[src/gmii_pkg.sv]
package gmii_pkg;

	// ------------------------------------------------------------
	// Payload types
	// ------------------------------------------------------------
	typedef logic [15:0] pixel_word_t;
	typedef logic [23:0] aux_sample_t;

	// Line geometry and buffering
	localparam int PIXELS_PER_LINE = 32;
	localparam int AUX_BLOCK       = 4;
	localparam int PIX_DEPTH       = 2 * (PIXELS_PER_LINE + 1) + 1;
	localparam int AUX_DEPTH       = 16;
	localparam int IFG_CYCLES      = 12;

	// ------------------------------------------------------------
	// Addresses and fixed header fields
	// ------------------------------------------------------------
	localparam logic [47:0] SRC_MAC       = 48'h00_23_45_67_89_01;
	localparam logic [47:0] DST_MAC       = 48'h00_23_45_67_89_02;
	localparam logic [31:0] SRC_IP        = {8'd192, 8'd168, 8'd0, 8'd1};
	localparam logic [31:0] DST_IP        = {8'd192, 8'd168, 8'd0, 8'd2};
	localparam logic [15:0] UDP_SRC_PORT  = 16'h3038;
	localparam logic [15:0] UDP_DST_PORT  = 16'h3039;
	localparam logic [15:0] ETH_TYPE_IPV4 = 16'h0800;

	localparam logic [15:0] IP_VER_TOS  = 16'h4500;
	localparam logic [15:0] IP_IDEN     = 16'h0000;
	localparam logic [15:0] IP_FLAGS    = 16'h4000;
	localparam logic [15:0] IP_TTL_PROT = 16'h4011;

	// Packet type byte
	localparam logic [7:0] PKT_VIDEO = 8'h00;
	localparam logic [7:0] PKT_VIDAX = 8'h02;

	// Header sizes in bytes
	localparam int ETH_HDR_LEN = 14;
	localparam int IP_HDR_LEN  = 20;
	localparam int UDP_HDR_LEN = 8;

	// UDP length: header, type byte, line number, pixels, optional aux block
	localparam logic [15:0] UDP_LEN_VIDEO = 16'(UDP_HDR_LEN + 3 + 2 * PIXELS_PER_LINE);
	localparam logic [15:0] UDP_LEN_VIDAX = UDP_LEN_VIDEO + 16'(3 * AUX_BLOCK);

	// Reflected Ethernet polynomial
	localparam logic [31:0] CRC_POLY = 32'hedb8_8320;

	typedef enum logic [3:0] {
		IDLE, PRE, SFD, ETH, IP, UDP, PTYPE, LINE, PIX, AUX, FCS, GAP
	} tx_state_t;

endpackage

[src/crc32_gen.sv]
interface crc_if;
	logic        init;
	logic        data_en;
	logic [7:0]  data;
	logic [31:0] crc;

	modport gen (
		input  init,
		input  data_en,
		input  data,
		output crc
	);

	modport builder (
		output init,
		output data_en,
		output data,
		input  crc
	);
endinterface

module crc32_gen (
	input logic fifo_clk,
	input logic sys_rst,
	crc_if.gen  crc
);
	import gmii_pkg::*;

	logic [31:0] crc_q;
	logic [31:0] crc_nxt;
	logic [31:0] crc_fin;

	// Byte-wide update, LSB first
	always_comb begin
		crc_nxt = crc_q ^ {24'h0, crc.data};
		for (int i = 0; i < 8; i++) begin
			if (crc_nxt[0])
				crc_nxt = (crc_nxt >> 1) ^ CRC_POLY;
			else
				crc_nxt = crc_nxt >> 1;
		end
	end

	always_ff @(posedge fifo_clk) begin
		if (sys_rst || crc.init)
			crc_q <= '1;
		else if (crc.data_en)
			crc_q <= crc_nxt;
	end

	// FCS goes out low byte first, so swap for a high-first reader
	assign crc_fin = ~crc_q;
	assign crc.crc = {crc_fin[7:0], crc_fin[15:8], crc_fin[23:16], crc_fin[31:24]};

endmodule

[src/gmii_frame_tx.sv]
interface fifo_pop_if #(
	parameter type payload_t = gmii_pkg::pixel_word_t,
	parameter int  DEPTH     = gmii_pkg::PIX_DEPTH
);
	payload_t                   data;
	logic                       empty;
	logic [$clog2(DEPTH+1)-1:0] level;
	logic                       pop;

	modport fifo (output data, output empty, output level, input pop);
	modport builder (input data, input empty, input level, output pop);
endinterface

module gmii_frame_tx (
	input  logic        fifo_clk,
	input  logic        sys_rst,
	input  logic        node_id,
	input  logic        line_done,
	fifo_pop_if.builder pix,
	fifo_pop_if.builder aux,
	crc_if.builder      crc,
	output logic        with_aux,
	input  logic [15:0] ip_csum,
	output logic [7:0]  txd,
	output logic        tx_en
);
	import gmii_pkg::*;

	tx_state_t state;
	tx_state_t state_nxt;
	logic [7:0] cnt;
	logic [7:0] cnt_nxt;
	logic [1:0] sub;
	logic [1:0] sub_nxt;
	logic [2:0] pending;
	logic [7:0] byte_nxt;
	logic       en_nxt;
	logic       fold;
	logic       start;

	logic [15:0] udp_len;
	logic [15:0] ip_len;
	logic [7:0]  mac_dst_lo;
	logic [7:0]  mac_src_lo;
	logic [7:0]  ip_src_lo;
	logic [7:0]  ip_dst_lo;
	logic [8*ETH_HDR_LEN-1:0] eth_hdr;
	logic [8*IP_HDR_LEN-1:0]  ip_hdr;
	logic [8*UDP_HDR_LEN-1:0] udp_hdr;

	// ------------------------------------------------------------
	// Header images, first byte in the top bits
	// ------------------------------------------------------------
	assign udp_len    = with_aux ? UDP_LEN_VIDAX : UDP_LEN_VIDEO;
	assign ip_len     = udp_len + 16'(IP_HDR_LEN);
	assign mac_dst_lo = DST_MAC[7:0] - {7'd0, node_id};
	assign mac_src_lo = SRC_MAC[7:0] + {7'd0, node_id};
	assign ip_src_lo  = SRC_IP[7:0] + {7'd0, node_id};
	assign ip_dst_lo  = DST_IP[7:0] - {7'd0, node_id};

	assign eth_hdr = {DST_MAC[47:8], mac_dst_lo, SRC_MAC[47:8], mac_src_lo, ETH_TYPE_IPV4};
	assign ip_hdr  = {IP_VER_TOS, ip_len, IP_IDEN, IP_FLAGS, IP_TTL_PROT, ip_csum,
		SRC_IP[31:8], ip_src_lo, DST_IP[31:8], ip_dst_lo};
	assign udp_hdr = {UDP_SRC_PORT, UDP_DST_PORT, udp_len, 16'h0000};

	// ------------------------------------------------------------
	// Next byte, pops and CRC feed
	// ------------------------------------------------------------
	always_comb begin
		state_nxt = state;
		cnt_nxt   = cnt + 8'd1;
		sub_nxt   = sub;
		byte_nxt  = 8'h00;
		en_nxt    = 1'b1;
		fold      = 1'b0;
		start     = 1'b0;
		crc.init  = 1'b0;
		pix.pop   = 1'b0;
		aux.pop   = 1'b0;
		case (state)
			IDLE: begin
				en_nxt  = 1'b0;
				cnt_nxt = 8'd1;
				if (pending != '0 && !pix.empty) begin
					// First preamble byte leaves straight from idle
					start     = 1'b1;
					en_nxt    = 1'b1;
					byte_nxt  = 8'h55;
					state_nxt = PRE;
				end
			end
			PRE: begin
				byte_nxt = 8'h55;
				if (cnt == 8'd6) begin
					crc.init  = 1'b1;
					state_nxt = SFD;
				end
			end
			SFD: begin
				byte_nxt  = 8'hd5;
				cnt_nxt   = '0;
				state_nxt = ETH;
			end
			ETH: begin
				byte_nxt = eth_hdr[8 * (ETH_HDR_LEN - 1 - int'(cnt)) +: 8];
				fold     = 1'b1;
				if (cnt == 8'(ETH_HDR_LEN - 1)) begin
					cnt_nxt   = '0;
					state_nxt = IP;
				end
			end
			IP: begin
				byte_nxt = ip_hdr[8 * (IP_HDR_LEN - 1 - int'(cnt)) +: 8];
				fold     = 1'b1;
				if (cnt == 8'(IP_HDR_LEN - 1)) begin
					cnt_nxt   = '0;
					state_nxt = UDP;
				end
			end
			UDP: begin
				byte_nxt = udp_hdr[8 * (UDP_HDR_LEN - 1 - int'(cnt)) +: 8];
				fold     = 1'b1;
				if (cnt == 8'(UDP_HDR_LEN - 1))
					state_nxt = PTYPE;
			end
			PTYPE: begin
				byte_nxt  = with_aux ? PKT_VIDAX : PKT_VIDEO;
				fold      = 1'b1;
				cnt_nxt   = '0;
				state_nxt = LINE;
			end
			LINE, PIX: begin
				// High byte first, pop after the low byte
				byte_nxt = cnt[0] ? pix.data[7:0] : pix.data[15:8];
				pix.pop  = cnt[0];
				fold     = 1'b1;
				if (state == LINE && cnt == 8'd1) begin
					cnt_nxt   = '0;
					state_nxt = PIX;
				end else if (state == PIX && cnt == 8'(2 * PIXELS_PER_LINE - 1)) begin
					cnt_nxt   = '0;
					sub_nxt   = '0;
					state_nxt = with_aux ? AUX : FCS;
				end
			end
			AUX: begin
				fold = 1'b1;
				case (sub)
					2'd0:    byte_nxt = aux.data[23:16];
					2'd1:    byte_nxt = aux.data[15:8];
					default: byte_nxt = aux.data[7:0];
				endcase
				aux.pop = (sub == 2'd2);
				sub_nxt = (sub == 2'd2) ? 2'd0 : sub + 2'd1;
				if (cnt == 8'(3 * AUX_BLOCK - 1)) begin
					cnt_nxt   = '0;
					state_nxt = FCS;
				end
			end
			FCS: begin
				byte_nxt = crc.crc[8 * (3 - int'(cnt)) +: 8];
				if (cnt == 8'd3) begin
					cnt_nxt   = '0;
					state_nxt = GAP;
				end
			end
			GAP: begin
				en_nxt = 1'b0;
				if (cnt == 8'(IFG_CYCLES - 1))
					state_nxt = IDLE;
			end
			default: state_nxt = IDLE;
		endcase
	end

	assign crc.data    = byte_nxt;
	assign crc.data_en = fold;

	always_ff @(posedge fifo_clk) begin
		if (sys_rst) begin
			state    <= IDLE;
			cnt      <= '0;
			sub      <= '0;
			pending  <= '0;
			with_aux <= 1'b0;
			txd      <= '0;
			tx_en    <= 1'b0;
		end else begin
			state <= state_nxt;
			cnt   <= cnt_nxt;
			sub   <= sub_nxt;
			txd   <= byte_nxt;
			tx_en <= en_nxt;
			// Aux block rides along only if a full block is already waiting
			if (start)
				with_aux <= !aux.empty && (int'(aux.level) >= AUX_BLOCK);
			case ({line_done, start})
				2'b10:   pending <= pending + 3'd1;
				2'b01:   pending <= pending - 3'd1;
				default: ;
			endcase
		end
	end

endmodule

[src/pixel_fifo.sv]
module pixel_fifo #(
	parameter type payload_t = gmii_pkg::pixel_word_t,
	parameter int  DEPTH     = gmii_pkg::PIX_DEPTH
) (
	input  logic     fifo_clk,
	input  logic     sys_rst,
	input  logic     push,
	input  payload_t push_data,
	fifo_pop_if.fifo pop
);
	typedef logic [$clog2(DEPTH)-1:0]   ptr_t;
	typedef logic [$clog2(DEPTH+1)-1:0] level_t;

	payload_t mem [DEPTH];
	ptr_t     wr_ptr;
	ptr_t     rd_ptr;
	ptr_t     rd_nxt;
	level_t   level_q;
	logic     do_push;
	logic     do_pop;

	// Full pushes and empty pops are ignored
	assign do_push = push && (level_q != level_t'(DEPTH));
	assign do_pop  = pop.pop && (level_q != '0);

	always_comb begin
		rd_nxt = rd_ptr;
		if (do_pop)
			rd_nxt = (rd_ptr == ptr_t'(DEPTH - 1)) ? '0 : rd_ptr + 1'b1;
	end

	// Storage and head register; a push into an empty slot goes straight to the head
	always_ff @(posedge fifo_clk) begin
		if (do_push)
			mem[wr_ptr] <= push_data;
		if (do_push && wr_ptr == rd_nxt)
			pop.data <= push_data;
		else
			pop.data <= mem[rd_nxt];
	end

	always_ff @(posedge fifo_clk) begin
		if (sys_rst) begin
			wr_ptr  <= '0;
			rd_ptr  <= '0;
			level_q <= '0;
		end else begin
			rd_ptr <= rd_nxt;
			if (do_push)
				wr_ptr <= (wr_ptr == ptr_t'(DEPTH - 1)) ? '0 : wr_ptr + 1'b1;
			case ({do_push, do_pop})
				2'b10:   level_q <= level_q + 1'b1;
				2'b01:   level_q <= level_q - 1'b1;
				default: ;
			endcase
		end
	end

	assign pop.level = level_q;
	assign pop.empty = (level_q == '0);

endmodule

[src/ip_checksum.sv]
module ip_checksum (
	input  logic        fifo_clk,
	input  logic        sys_rst,
	input  logic        with_aux,
	input  logic        node_id,
	output logic [15:0] checksum
);
	import gmii_pkg::*;

	logic [15:0] total_len;
	logic [7:0]  src_lo;
	logic [7:0]  dst_lo;
	logic [19:0] sum_q;
	logic [15:0] folded;

	assign total_len = (with_aux ? UDP_LEN_VIDAX : UDP_LEN_VIDEO) + 16'(IP_HDR_LEN);

	// Same node offsets as the address bytes on the wire
	assign src_lo = SRC_IP[7:0] + {7'd0, node_id};
	assign dst_lo = DST_IP[7:0] - {7'd0, node_id};

	// Checksum field itself counts as zero
	always_ff @(posedge fifo_clk) begin
		if (sys_rst) begin
			sum_q <= '0;
		end else begin
			sum_q <= 20'(IP_VER_TOS) + 20'(total_len) + 20'(IP_IDEN) + 20'(IP_FLAGS)
				+ 20'(IP_TTL_PROT)
				+ 20'(SRC_IP[31:16]) + 20'({SRC_IP[15:8], src_lo})
				+ 20'(DST_IP[31:16]) + 20'({DST_IP[15:8], dst_lo});
		end
	end

	// One carry fold is enough for ten words
	assign folded   = sum_q[15:0] + 16'(sum_q[19:16]);
	assign checksum = ~folded;

endmodule

[src/udp_video_tx_top.sv]
module udp_video_tx_top (
	input  logic        fifo_clk,
	input  logic        sys_rst,
	input  logic        node_id,
	input  logic        pix_push,
	input  logic [15:0] pix_data,
	input  logic        line_done,
	input  logic        aux_push,
	input  logic [23:0] aux_data,
	output logic        tx_en,
	output logic [7:0]  txd
);
	import gmii_pkg::*;

	logic        with_aux;
	logic [15:0] ip_csum;

	fifo_pop_if #(.payload_t(pixel_word_t), .DEPTH(PIX_DEPTH)) pix_if ();
	fifo_pop_if #(.payload_t(aux_sample_t), .DEPTH(AUX_DEPTH)) aux_if ();
	crc_if crc_bus ();

	// Line buffer and audio buffer
	pixel_fifo #(.payload_t(pixel_word_t), .DEPTH(PIX_DEPTH)) pix_fifo_inst (
		.fifo_clk  (fifo_clk),
		.sys_rst   (sys_rst),
		.push      (pix_push),
		.push_data (pix_data),
		.pop       (pix_if)
	);

	pixel_fifo #(.payload_t(aux_sample_t), .DEPTH(AUX_DEPTH)) aux_fifo_inst (
		.fifo_clk  (fifo_clk),
		.sys_rst   (sys_rst),
		.push      (aux_push),
		.push_data (aux_data),
		.pop       (aux_if)
	);

	ip_checksum ip_checksum_inst (
		.fifo_clk (fifo_clk),
		.sys_rst  (sys_rst),
		.with_aux (with_aux),
		.node_id  (node_id),
		.checksum (ip_csum)
	);

	crc32_gen crc32_gen_inst (
		.fifo_clk (fifo_clk),
		.sys_rst  (sys_rst),
		.crc      (crc_bus)
	);

	gmii_frame_tx gmii_frame_tx_inst (
		.fifo_clk  (fifo_clk),
		.sys_rst   (sys_rst),
		.node_id   (node_id),
		.line_done (line_done),
		.pix       (pix_if),
		.aux       (aux_if),
		.crc       (crc_bus),
		.with_aux  (with_aux),
		.ip_csum   (ip_csum),
		.txd       (txd),
		.tx_en     (tx_en)
	);

endmodule

[config.mk]
export PLATFORM = sky130hd
export DESIGN_NAME = udp_video_tx_top
export DESIGN_NICKNAME = d
export VERILOG_FILES = /design/src/gmii_pkg.sv /design/src/crc32_gen.sv /design/src/gmii_frame_tx.sv /design/src/pixel_fifo.sv /design/src/ip_checksum.sv /design/src/udp_video_tx_top.sv
export SDC_FILE = /design/constraint.sdc
export NUM_CORES = 2
export LEC_CHECK = 0
export BUFFER_PORTS_ARGS = -buffer_cell sky130_fd_sc_hd__buf_2
export CORE_ASPECT_RATIO = 1.1
export CORE_MARGIN = 2
export CORE_UTILIZATION = 35
export DETAILED_ROUTE_END_ITERATION = 16
export PLACE_DENSITY = 0.52
export SLEW_MARGIN = 20
export SYNTH_ARGS = -nofsm -noshare
export SYNTH_HDL_FRONTEND = slang
export SYNTH_SLANG_ARGS = --single-unit
[constraint.sdc]
create_clock -name fifo_clk -period 10.5 [get_ports fifo_clk]
set_input_delay 0 -clock fifo_clk [delete_from_list [all_inputs] [get_ports fifo_clk]]
set_output_delay 0 -clock fifo_clk [all_outputs]
set_load 0.02 [all_outputs]
# Yosys cells after proc, flatten, opt, wreduce, memory -nomap -nowiden
# Memories as Yosys holds them, arrays and structs flattened. A register that Yosys moved wholly into a read port is not among the register bits.
# Cells that the tools add are included.
dict set report op_classes {
  n_addsub 27
  order_cmp 1
  n_eq_ne 44
  n_shift 4
  mux 58
  n_bitwise 11
  reduce_logical 27
}
# op n
set op_table {}
lappend op_table {{$mux W32} 8}
lappend op_table {{$shiftx A160 B32 Y8} 1}
lappend op_table {{$not A13 Y14} 8}
lappend op_table {{$shiftx A112 B32 Y8} 1}
lappend op_table {{$pmux W8 S10} 1}
lappend op_table {{$shiftx A64 B32 Y8} 1}
lappend op_table {{$mux W8} 7}
lappend op_table {{$pmux W8 S7} 1}
lappend op_table {{$mux W4} 13}
lappend op_table {{$pmux W4 S11} 1}
lappend op_table {{$add A20 B15 Y20 const B} 2}
lappend op_table {{$add A20 B16 Y20 const B} 2}
lappend op_table {{$add A20 B8 Y20} 2}
lappend op_table {{$not A32 Y32} 1}
lappend op_table {{$shiftx A32 B32 Y8} 1}
lappend op_table {{$xor A32 B8 Y32} 1}
lappend op_table {{$mux W7} 4}
lappend op_table {{$eq A4 B4 Y1 const B} 6}
lappend op_table {{$add A7 B1 Y7 const B} 3}
lappend op_table {{$ne A2 B1 Y1 const B} 9}
lappend op_table {{$add A15 B16 Y17 const A} 1}
lappend op_table {{$add A16 B4 Y16} 1}
lappend op_table {{$add A16 B5 Y16 const B} 1}
lappend op_table {{$eq A4 B3 Y1 const B} 4}
lappend op_table {{other kinds (55)} 92}
dict set report word_totals {
  regBits 113
  ram_bits 1456
  in_bits 46
  output_inout_bits 9
  word_cells 189
  memories 2
}
# memory depth width read_ports rd_ports_with_merged_regs wr line
set memory_table {}
lappend memory_table {pix_fifo_inst.mem 67 16 1 1 1 pixel_fifo.sv:14} ;# payload_t mem [DEPTH];
lappend memory_table {aux_fifo_inst.mem 16 24 1 1 1 pixel_fifo.sv:14}

# Logic depth before layout (Yosys ltp)
dict set report logic_depth {
  depth_word 22
  ltp_mapped 19
  ltp_nobuf 15
}

# Modules after synthesis
# Synthesis repeated with hierarchy kept, for this count alone.
dict set report unflattened {
  hier_cells 3254
  hier_area_um2 62981.7
}
# module n_inst cells_per_inst area_each_um2 seq_area_each_um2
set modules_own_cells {}
lappend modules_own_cells {{pixel_fifo (pix_fifo_inst)} 1 1974 42415.7 32751.4}
lappend modules_own_cells {{pixel_fifo (aux_fifo_inst)} 1 654 15431.0 11871.4}
lappend modules_own_cells {gmii_frame_tx 1 392 2982.9 540.5}
lappend modules_own_cells {crc32_gen 1 212 1971.9 640.6}
lappend modules_own_cells {ip_checksum 1 22 180.2 40.0}

# Worst setup path after synthesis
# OpenSTA, ideal clock, no wires.
dict set report synth_path {
  path_kind {reg-to-reg}
  from {register gmii_frame_tx_inst.cnt[2]}
  to {register crc32_gen_inst.crc_q[19]}
  setup_ns 0.074
  arrival_ns 3.948
  required_ns 10.426
  setup_slack_ns 6.479
  stages_incl_launch_ff 16
  path_buffers 3
  synth_period_minus_slack_ns 4.021
  cell_sequence {dfxtp_1 -> clkbuf_1 -> inv_1 -> ha_1 -> clkbuf_1 -> xnor2_1 -> a31oi_1 -> a211oi_1 -> o21a_1 -> a211oi_1 -> and4b_1 -> clkbuf_1 -> xnor2_2 -> xnor3_2 -> xnor3_1 -> o211ai_2}
}
dict set report synth_via {
  elab_chain_len 17
  elab_cells_between_ends 29
  cone_classes {add/sub: 4; eq/ne: 1; shift: 4; mux: 11; bitwise: 8; reduce/logical: 1}
}
# element line
set synth_rtl {}
lappend synth_rtl {{start, declared} gmii_frame_tx.sv:31} ;# logic [7:0] cnt;
lappend synth_rtl {{start signal, assigned} gmii_frame_tx.sv:190} ;# cnt <= cnt_nxt;
lappend synth_rtl {{$sub A5 B8 Y9, or another cell as far along} gmii_frame_tx.sv:113} ;# byte_nxt = ip_hdr[8 * (IP_HDR_LEN - 1 - int'(cnt)) +: 8];
lappend synth_rtl {{$shiftx A160 B32 Y8, or another cell as far along} gmii_frame_tx.sv:113}
lappend synth_rtl {{$pmux W8 S10} gmii_frame_tx.sv:80} ;# case (state)
lappend synth_rtl {{$xor A32 B8 Y32} crc32_gen.sv:35} ;# crc_nxt = crc_q ^ {24'h0, crc.data};
lappend synth_rtl {{$mux W32 (2 in series)} crc32_gen.sv:37} ;# if (crc_nxt[0])
lappend synth_rtl {{$not A13 Y14 (no source line)} n/a}
lappend synth_rtl {{$mux W32} crc32_gen.sv:37}
lappend synth_rtl {{$not A13 Y14 (no source line)} n/a}
lappend synth_rtl {{$mux W32 (2 in series)} crc32_gen.sv:37}
lappend synth_rtl {{$not A13 Y14 (no source line)} n/a}
lappend synth_rtl {{$mux W32} crc32_gen.sv:37}
lappend synth_rtl {{$not A13 Y14 (no source line)} n/a}
lappend synth_rtl {{$mux W32} crc32_gen.sv:37}
lappend synth_rtl {{$not A13 Y14 (no source line)} n/a}
lappend synth_rtl {{$mux W32} crc32_gen.sv:37}
lappend synth_rtl {{end signal, assigned} crc32_gen.sv:48} ;# crc_q <= crc_nxt;
lappend synth_rtl {{end, declared} crc32_gen.sv:29} ;# logic [31:0] crc_q;
# Several ways; a longest one is shown, not always the timed one.
# A chain may end at the register's enable or synchronous reset.

==> impl_summary.txt <==
----------------------------------------------------
[Floorplan]
  Y dimension of the die ... 452 µm
  Die W ... 411 µm
  Count of pins on the block boundary ... 55
  Floorplan core area ... 181000 µm²
  Placement row count ... 164
  Area of the die ... 186000 µm²
  Effective utilization at floorplan ... 35.2%

[Route]
  Number of detailed-routing iterations run before antenna repair ... 8
  Detail Route Antenna Nets ... 0
  Starting DRC count in detailed routing ... 3157
  Vias per cell ... 5.45
  Wire length reported by the detailed router ... 178000 µm
  DRC violation count after routing ... 0
  Total vias in the final route ... 33600
  Average wire length per cell after detail routing ... 29.0 µm

[Logic synthesis]
  Largest cells by area after synthesis ... edfxtp_1 68%, mux4_2 11%, dfxtp_1 3.3%
  Count leader, synth ... edfxtp_1
  Instance count of the mapped netlist ... 3401
  Summed instance area of the synthesized netlist ... 63900 µm²
  Most used standard cells in the synthesized netlist ... 1456 x edfxtp_1, 317 x mux4_2, 218 x nor2_1, 141 x nand2_1, 129 x mux2i_1
  Net count after synthesis ... 3486
  Compound-cell area share of the yosys netlist ... 4.15%
  Cell type with the largest total area after synthesis ... edfxtp_1
  Mean cell area of the mapped netlist ... 18.8 µm²
  Number of synthesis warnings ... 0
  Post-Synth Adder-Cell Area ... 0.799%
  Dominant combinational cell family by area after synthesis ... multiplexers
  Leading register cell type out of synthesis ... edfxtp_1
  Number of distinct library cell variants in the gate-level netlist after synthesis ... 104
  Synth async-reset ratio ... 0%
  Area share of the largest cell type after synthesis ... 68.5%
  Share of the synthesized netlist area taken by xor and xnor gates ... 2.16%
  Synth Register Bits ... 1562
  Mux contribution to synthesized area ... 14.2%
  EDFF count, synth ... 1456
  Post-synthesis sequential area ratio ... 71.8%
  Simple-gate area share of the yosys netlist ... 4.58%

[Global routing]
  Busiest grt layer ... met2
  Number of antenna violations at the first check in global routing ... 8
  Number of global-route vias before repair ... 33600
  Met2 capacity usage during global routing ... 31.0%
  Global-route wire length before repair ... 254000 µm
  Total track usage ... 19.0%
  Maximum number of pins on one net before global-route repair ... 97
  Met1 Use GR ... 25.9%
  Global-route met3 utilization ... 3.28%
  Overflow left after global routing ... 0

[Worst setup path]
  Slowest cell on crit path ... dfxtp_4
  Req. time, crit path ... 11160 ps
  Largest incremental delay on the critical path ... 860 ps
  Worst Setup End Kind ... flip-flop
  Worst Setup Path Type ... flip-flop to flip-flop
  Startpoint type of the worst setup path ... flip-flop
  Critical Path AT ... 6370 ps
  Highest fanout seen on the critical path ... 96
  Most frequent cell on the critical path ... o211ai_1
  List of cells traversed by the critical path ... buf_12, inv_2, mux2i_1, a2111oi_0, o2111ai_1, o211ai_1, nor4_4, xnor2_2, xnor3_1, xnor2_1, o211ai_1

[Power and ir drop]
  Max rail drop VDD ... 172 µV
  Total power density per cell area ... 196 nW/µm²
  Pleak ... 23.0 nW

[Finish]
  Core Util, Final ... 40.3%
  Share of final-layout standard cells stronger than drive strength 1 ... 23.6%
  Signed area change from the synthesized netlist to the final layout ... 14.6%
  Area of all placed cells without fillers ... 73200 µm²
  Net count of the finished layout ... 3700

[Timing]
  Share of the clock period used by the worst path after layout ... 54.4%
  Worst Clk Skew ... 54.5 ps
  Total Negative Setup Slacks ... 0 ps
  Relative slew slack ... 24.3%
  Final setup violation count ... 0
  Final worst path period need ... 5710 ps
  Maximum clock rate ... 175 MHz
  Unrepaired setup endpoints after global routing ... no
  Total count of max-transition violations in the final report ... 0
  Worst Tran Pin Value ... 1140 ps
  Final hold violations ... 0

[Status]
  Status ... finished, final reports clean

[Placement]
  Post-DP Area ... 67200 µm²
  Port buffer count ... 54
  Dpl hpwl ... 106000 µm
  Final estimated routing congestion in global placement ... 0.860

[Clock tree]
  Clock tree buffer depth ... 3
  Clock tree from TritonCTS ... yes
  Max H-tree Level ... 4
  Number of buffers created by CTS ... 165
  Number of instances resized during post-cts repair ... 0
  Clk Tree Root Cell ... clkbuf_16
  Worst skew pair latency ... 820 ps
  Clk sink count ... 1562
  Register clock-pin slew on the reported worst setup and hold paths ... 60 ps

[Worst hold path]
  Type of the worst min-delay path ... input port to flip-flop

[Job]
  Max-cap check violation count ... 0

----------------------------------------------------
[worst max-delay path: cells and delay by family (launching register included)]
| family | cells | cell delay [ps] |
|---|---|---|
| AOI/OAI and AO/OA | 4 | 1940 |
| xor gates and xnor gates | 3 | 1170 |
| buffers and inverters | 2 | 1070 |
| DFF | 1 | 860 |
| muxes | 1 | 260 |
| and+or+nand+nor | 1 | 130 |
[where the power goes]
group	total, W	leakage, nW	internal, W	switching [W]
Sequential	0.00696	14.0	0.00688	0.0000756
Combinational	0.00150	6.39	0.000740	0.000757
Clock	0.00588	2.65	0.00337	0.00251
Total	0.0143	23.0	0.0110	0.00334
[state kept, by name, indices dropped and copies added, names as in the netlist, 3 cells and up, named ones only]
| name | flops |
|---|---|
| pix_fifo_inst.pop.level | 7 |
| pix_fifo_inst.rd_ptr | 7 |
| gmii_frame_tx_inst.pending | 3 |
| aux_fifo_inst.mem | 384 |
| gmii_frame_tx_inst.cnt | 8 |
| gmii_frame_tx_inst.txd | 8 |
| pix_fifo_inst.wr_ptr | 7 |
| aux_fifo_inst.wr_ptr | 4 |
| crc32_gen_inst.crc_q | 32 |
| aux_fifo_inst.pop.level | 5 |
| gmii_frame_tx_inst.state | 4 |
| aux_fifo_inst.rd_ptr | 4 |
| pix_fifo_inst.mem | 1072 |
[final cells by class]
cell class	instances	area [µm²]
inverter	38	143
timing repair buffer	233	1820
multi-input combinational	1615	16900
clock buffer	209	4370
tap	2407	3010
fill	16300	108000
antenna	4	10.0
sequential	1562	45900
clock inverter	92	1080
[through the flow]
step | hold slack (ps) | setup slack (ps) | std cells | power [W]
final | 92.3 | 4790 | 6160 | 0.0143
after global routing | 62.8 | 4510 | 6158 | 0.0148
after CTS | 3.32 | 4830 | 6154 | 0.0145
after detailed placement | 389 | 4800 | 5808 | 0.00858
after global placement | 379 | 4530 | 5802 | 0.00857
after floorplan | 98.9 | 6480 | 3401 | 0.00819
[per-layer routing]
layer | up-vias | part of all wire (%) | routed length, µm
met5 | - | 0.025 | 44
met4 | 6 | 3.3 | 5930
met3 | 262 | 5.6 | 9920
met2 | 1121 | 49 | 86600
met1 | 18000 | 43 | 75900
li1 | 14200 | - | -
[worst paths after layout]
check / slack [ps] / endpoint / cells after the start / start
min reg2reg: 480 / flip-flop / 1 / pix_fifo_inst.rd_ptr[6]$_SDFF_PP0_
min: 90 / aux_fifo_inst.mem[12][0]$_DFFE_PP_ / 2 / aux_data[0]
max reg2reg: 4790 / crc32_gen_inst.crc_q[26]$_SDFFE_PP1P_ / 11 / flip-flop
max: 4790 / crc32_gen_inst.crc_q[26]$_SDFFE_PP1P_ / 11 / flip-flop
[kinds of logic after synthesis]
group	count (synthesis)
multiplexers	485
flip-flops	1562
adder cells (fa/ha/maj)	39
AND/OR/NAND/NOR	606
XOR/XNOR	102
buffers and inverters	224
AO/OA/AOI/OAI	383
[cell usage in the layout, fill, tap and decap left out, types with 12 or more instances in the layout]
master	count
xor2_1	27
clkinv_1	32
dfxtp_1	98
a221oi_1	18
nor3_1	26
nand3_1	57
edfxtp_1	1456
mux4_2	317
nor2b_1	22
nand4_1	20
inv_1	32
clkbuf_1	36
xnor3_1	19
mux2_2	21
nand2b_1	19
buf_2	53
o21ai_0	57
ha_1	36
o22ai_1	35
a211oi_1	14
buf_4	126
nor2_4	21
or3_1	13
and3_1	13
o211ai_1	30
a21oi_1	65
and2_1	19
clkbuf_16	165
mux4_1	13
mux2i_1	129
bufinv_16	16
xnor2_1	37
a31oi_1	19
nor2_2	40
clkinv_2	28
a22oi_1	41
dlygate4sd3_1	46
nor2_1	158
a21o_1	12
nand2_1	141
[repair_timing]
item / CTS / global route
endpoints found under the hold margin: 1403 / 67
hold buffers: 45 / 1
buffers inserted: 0 / 0
Note: power is estimated with default switching activity, not from simulation.
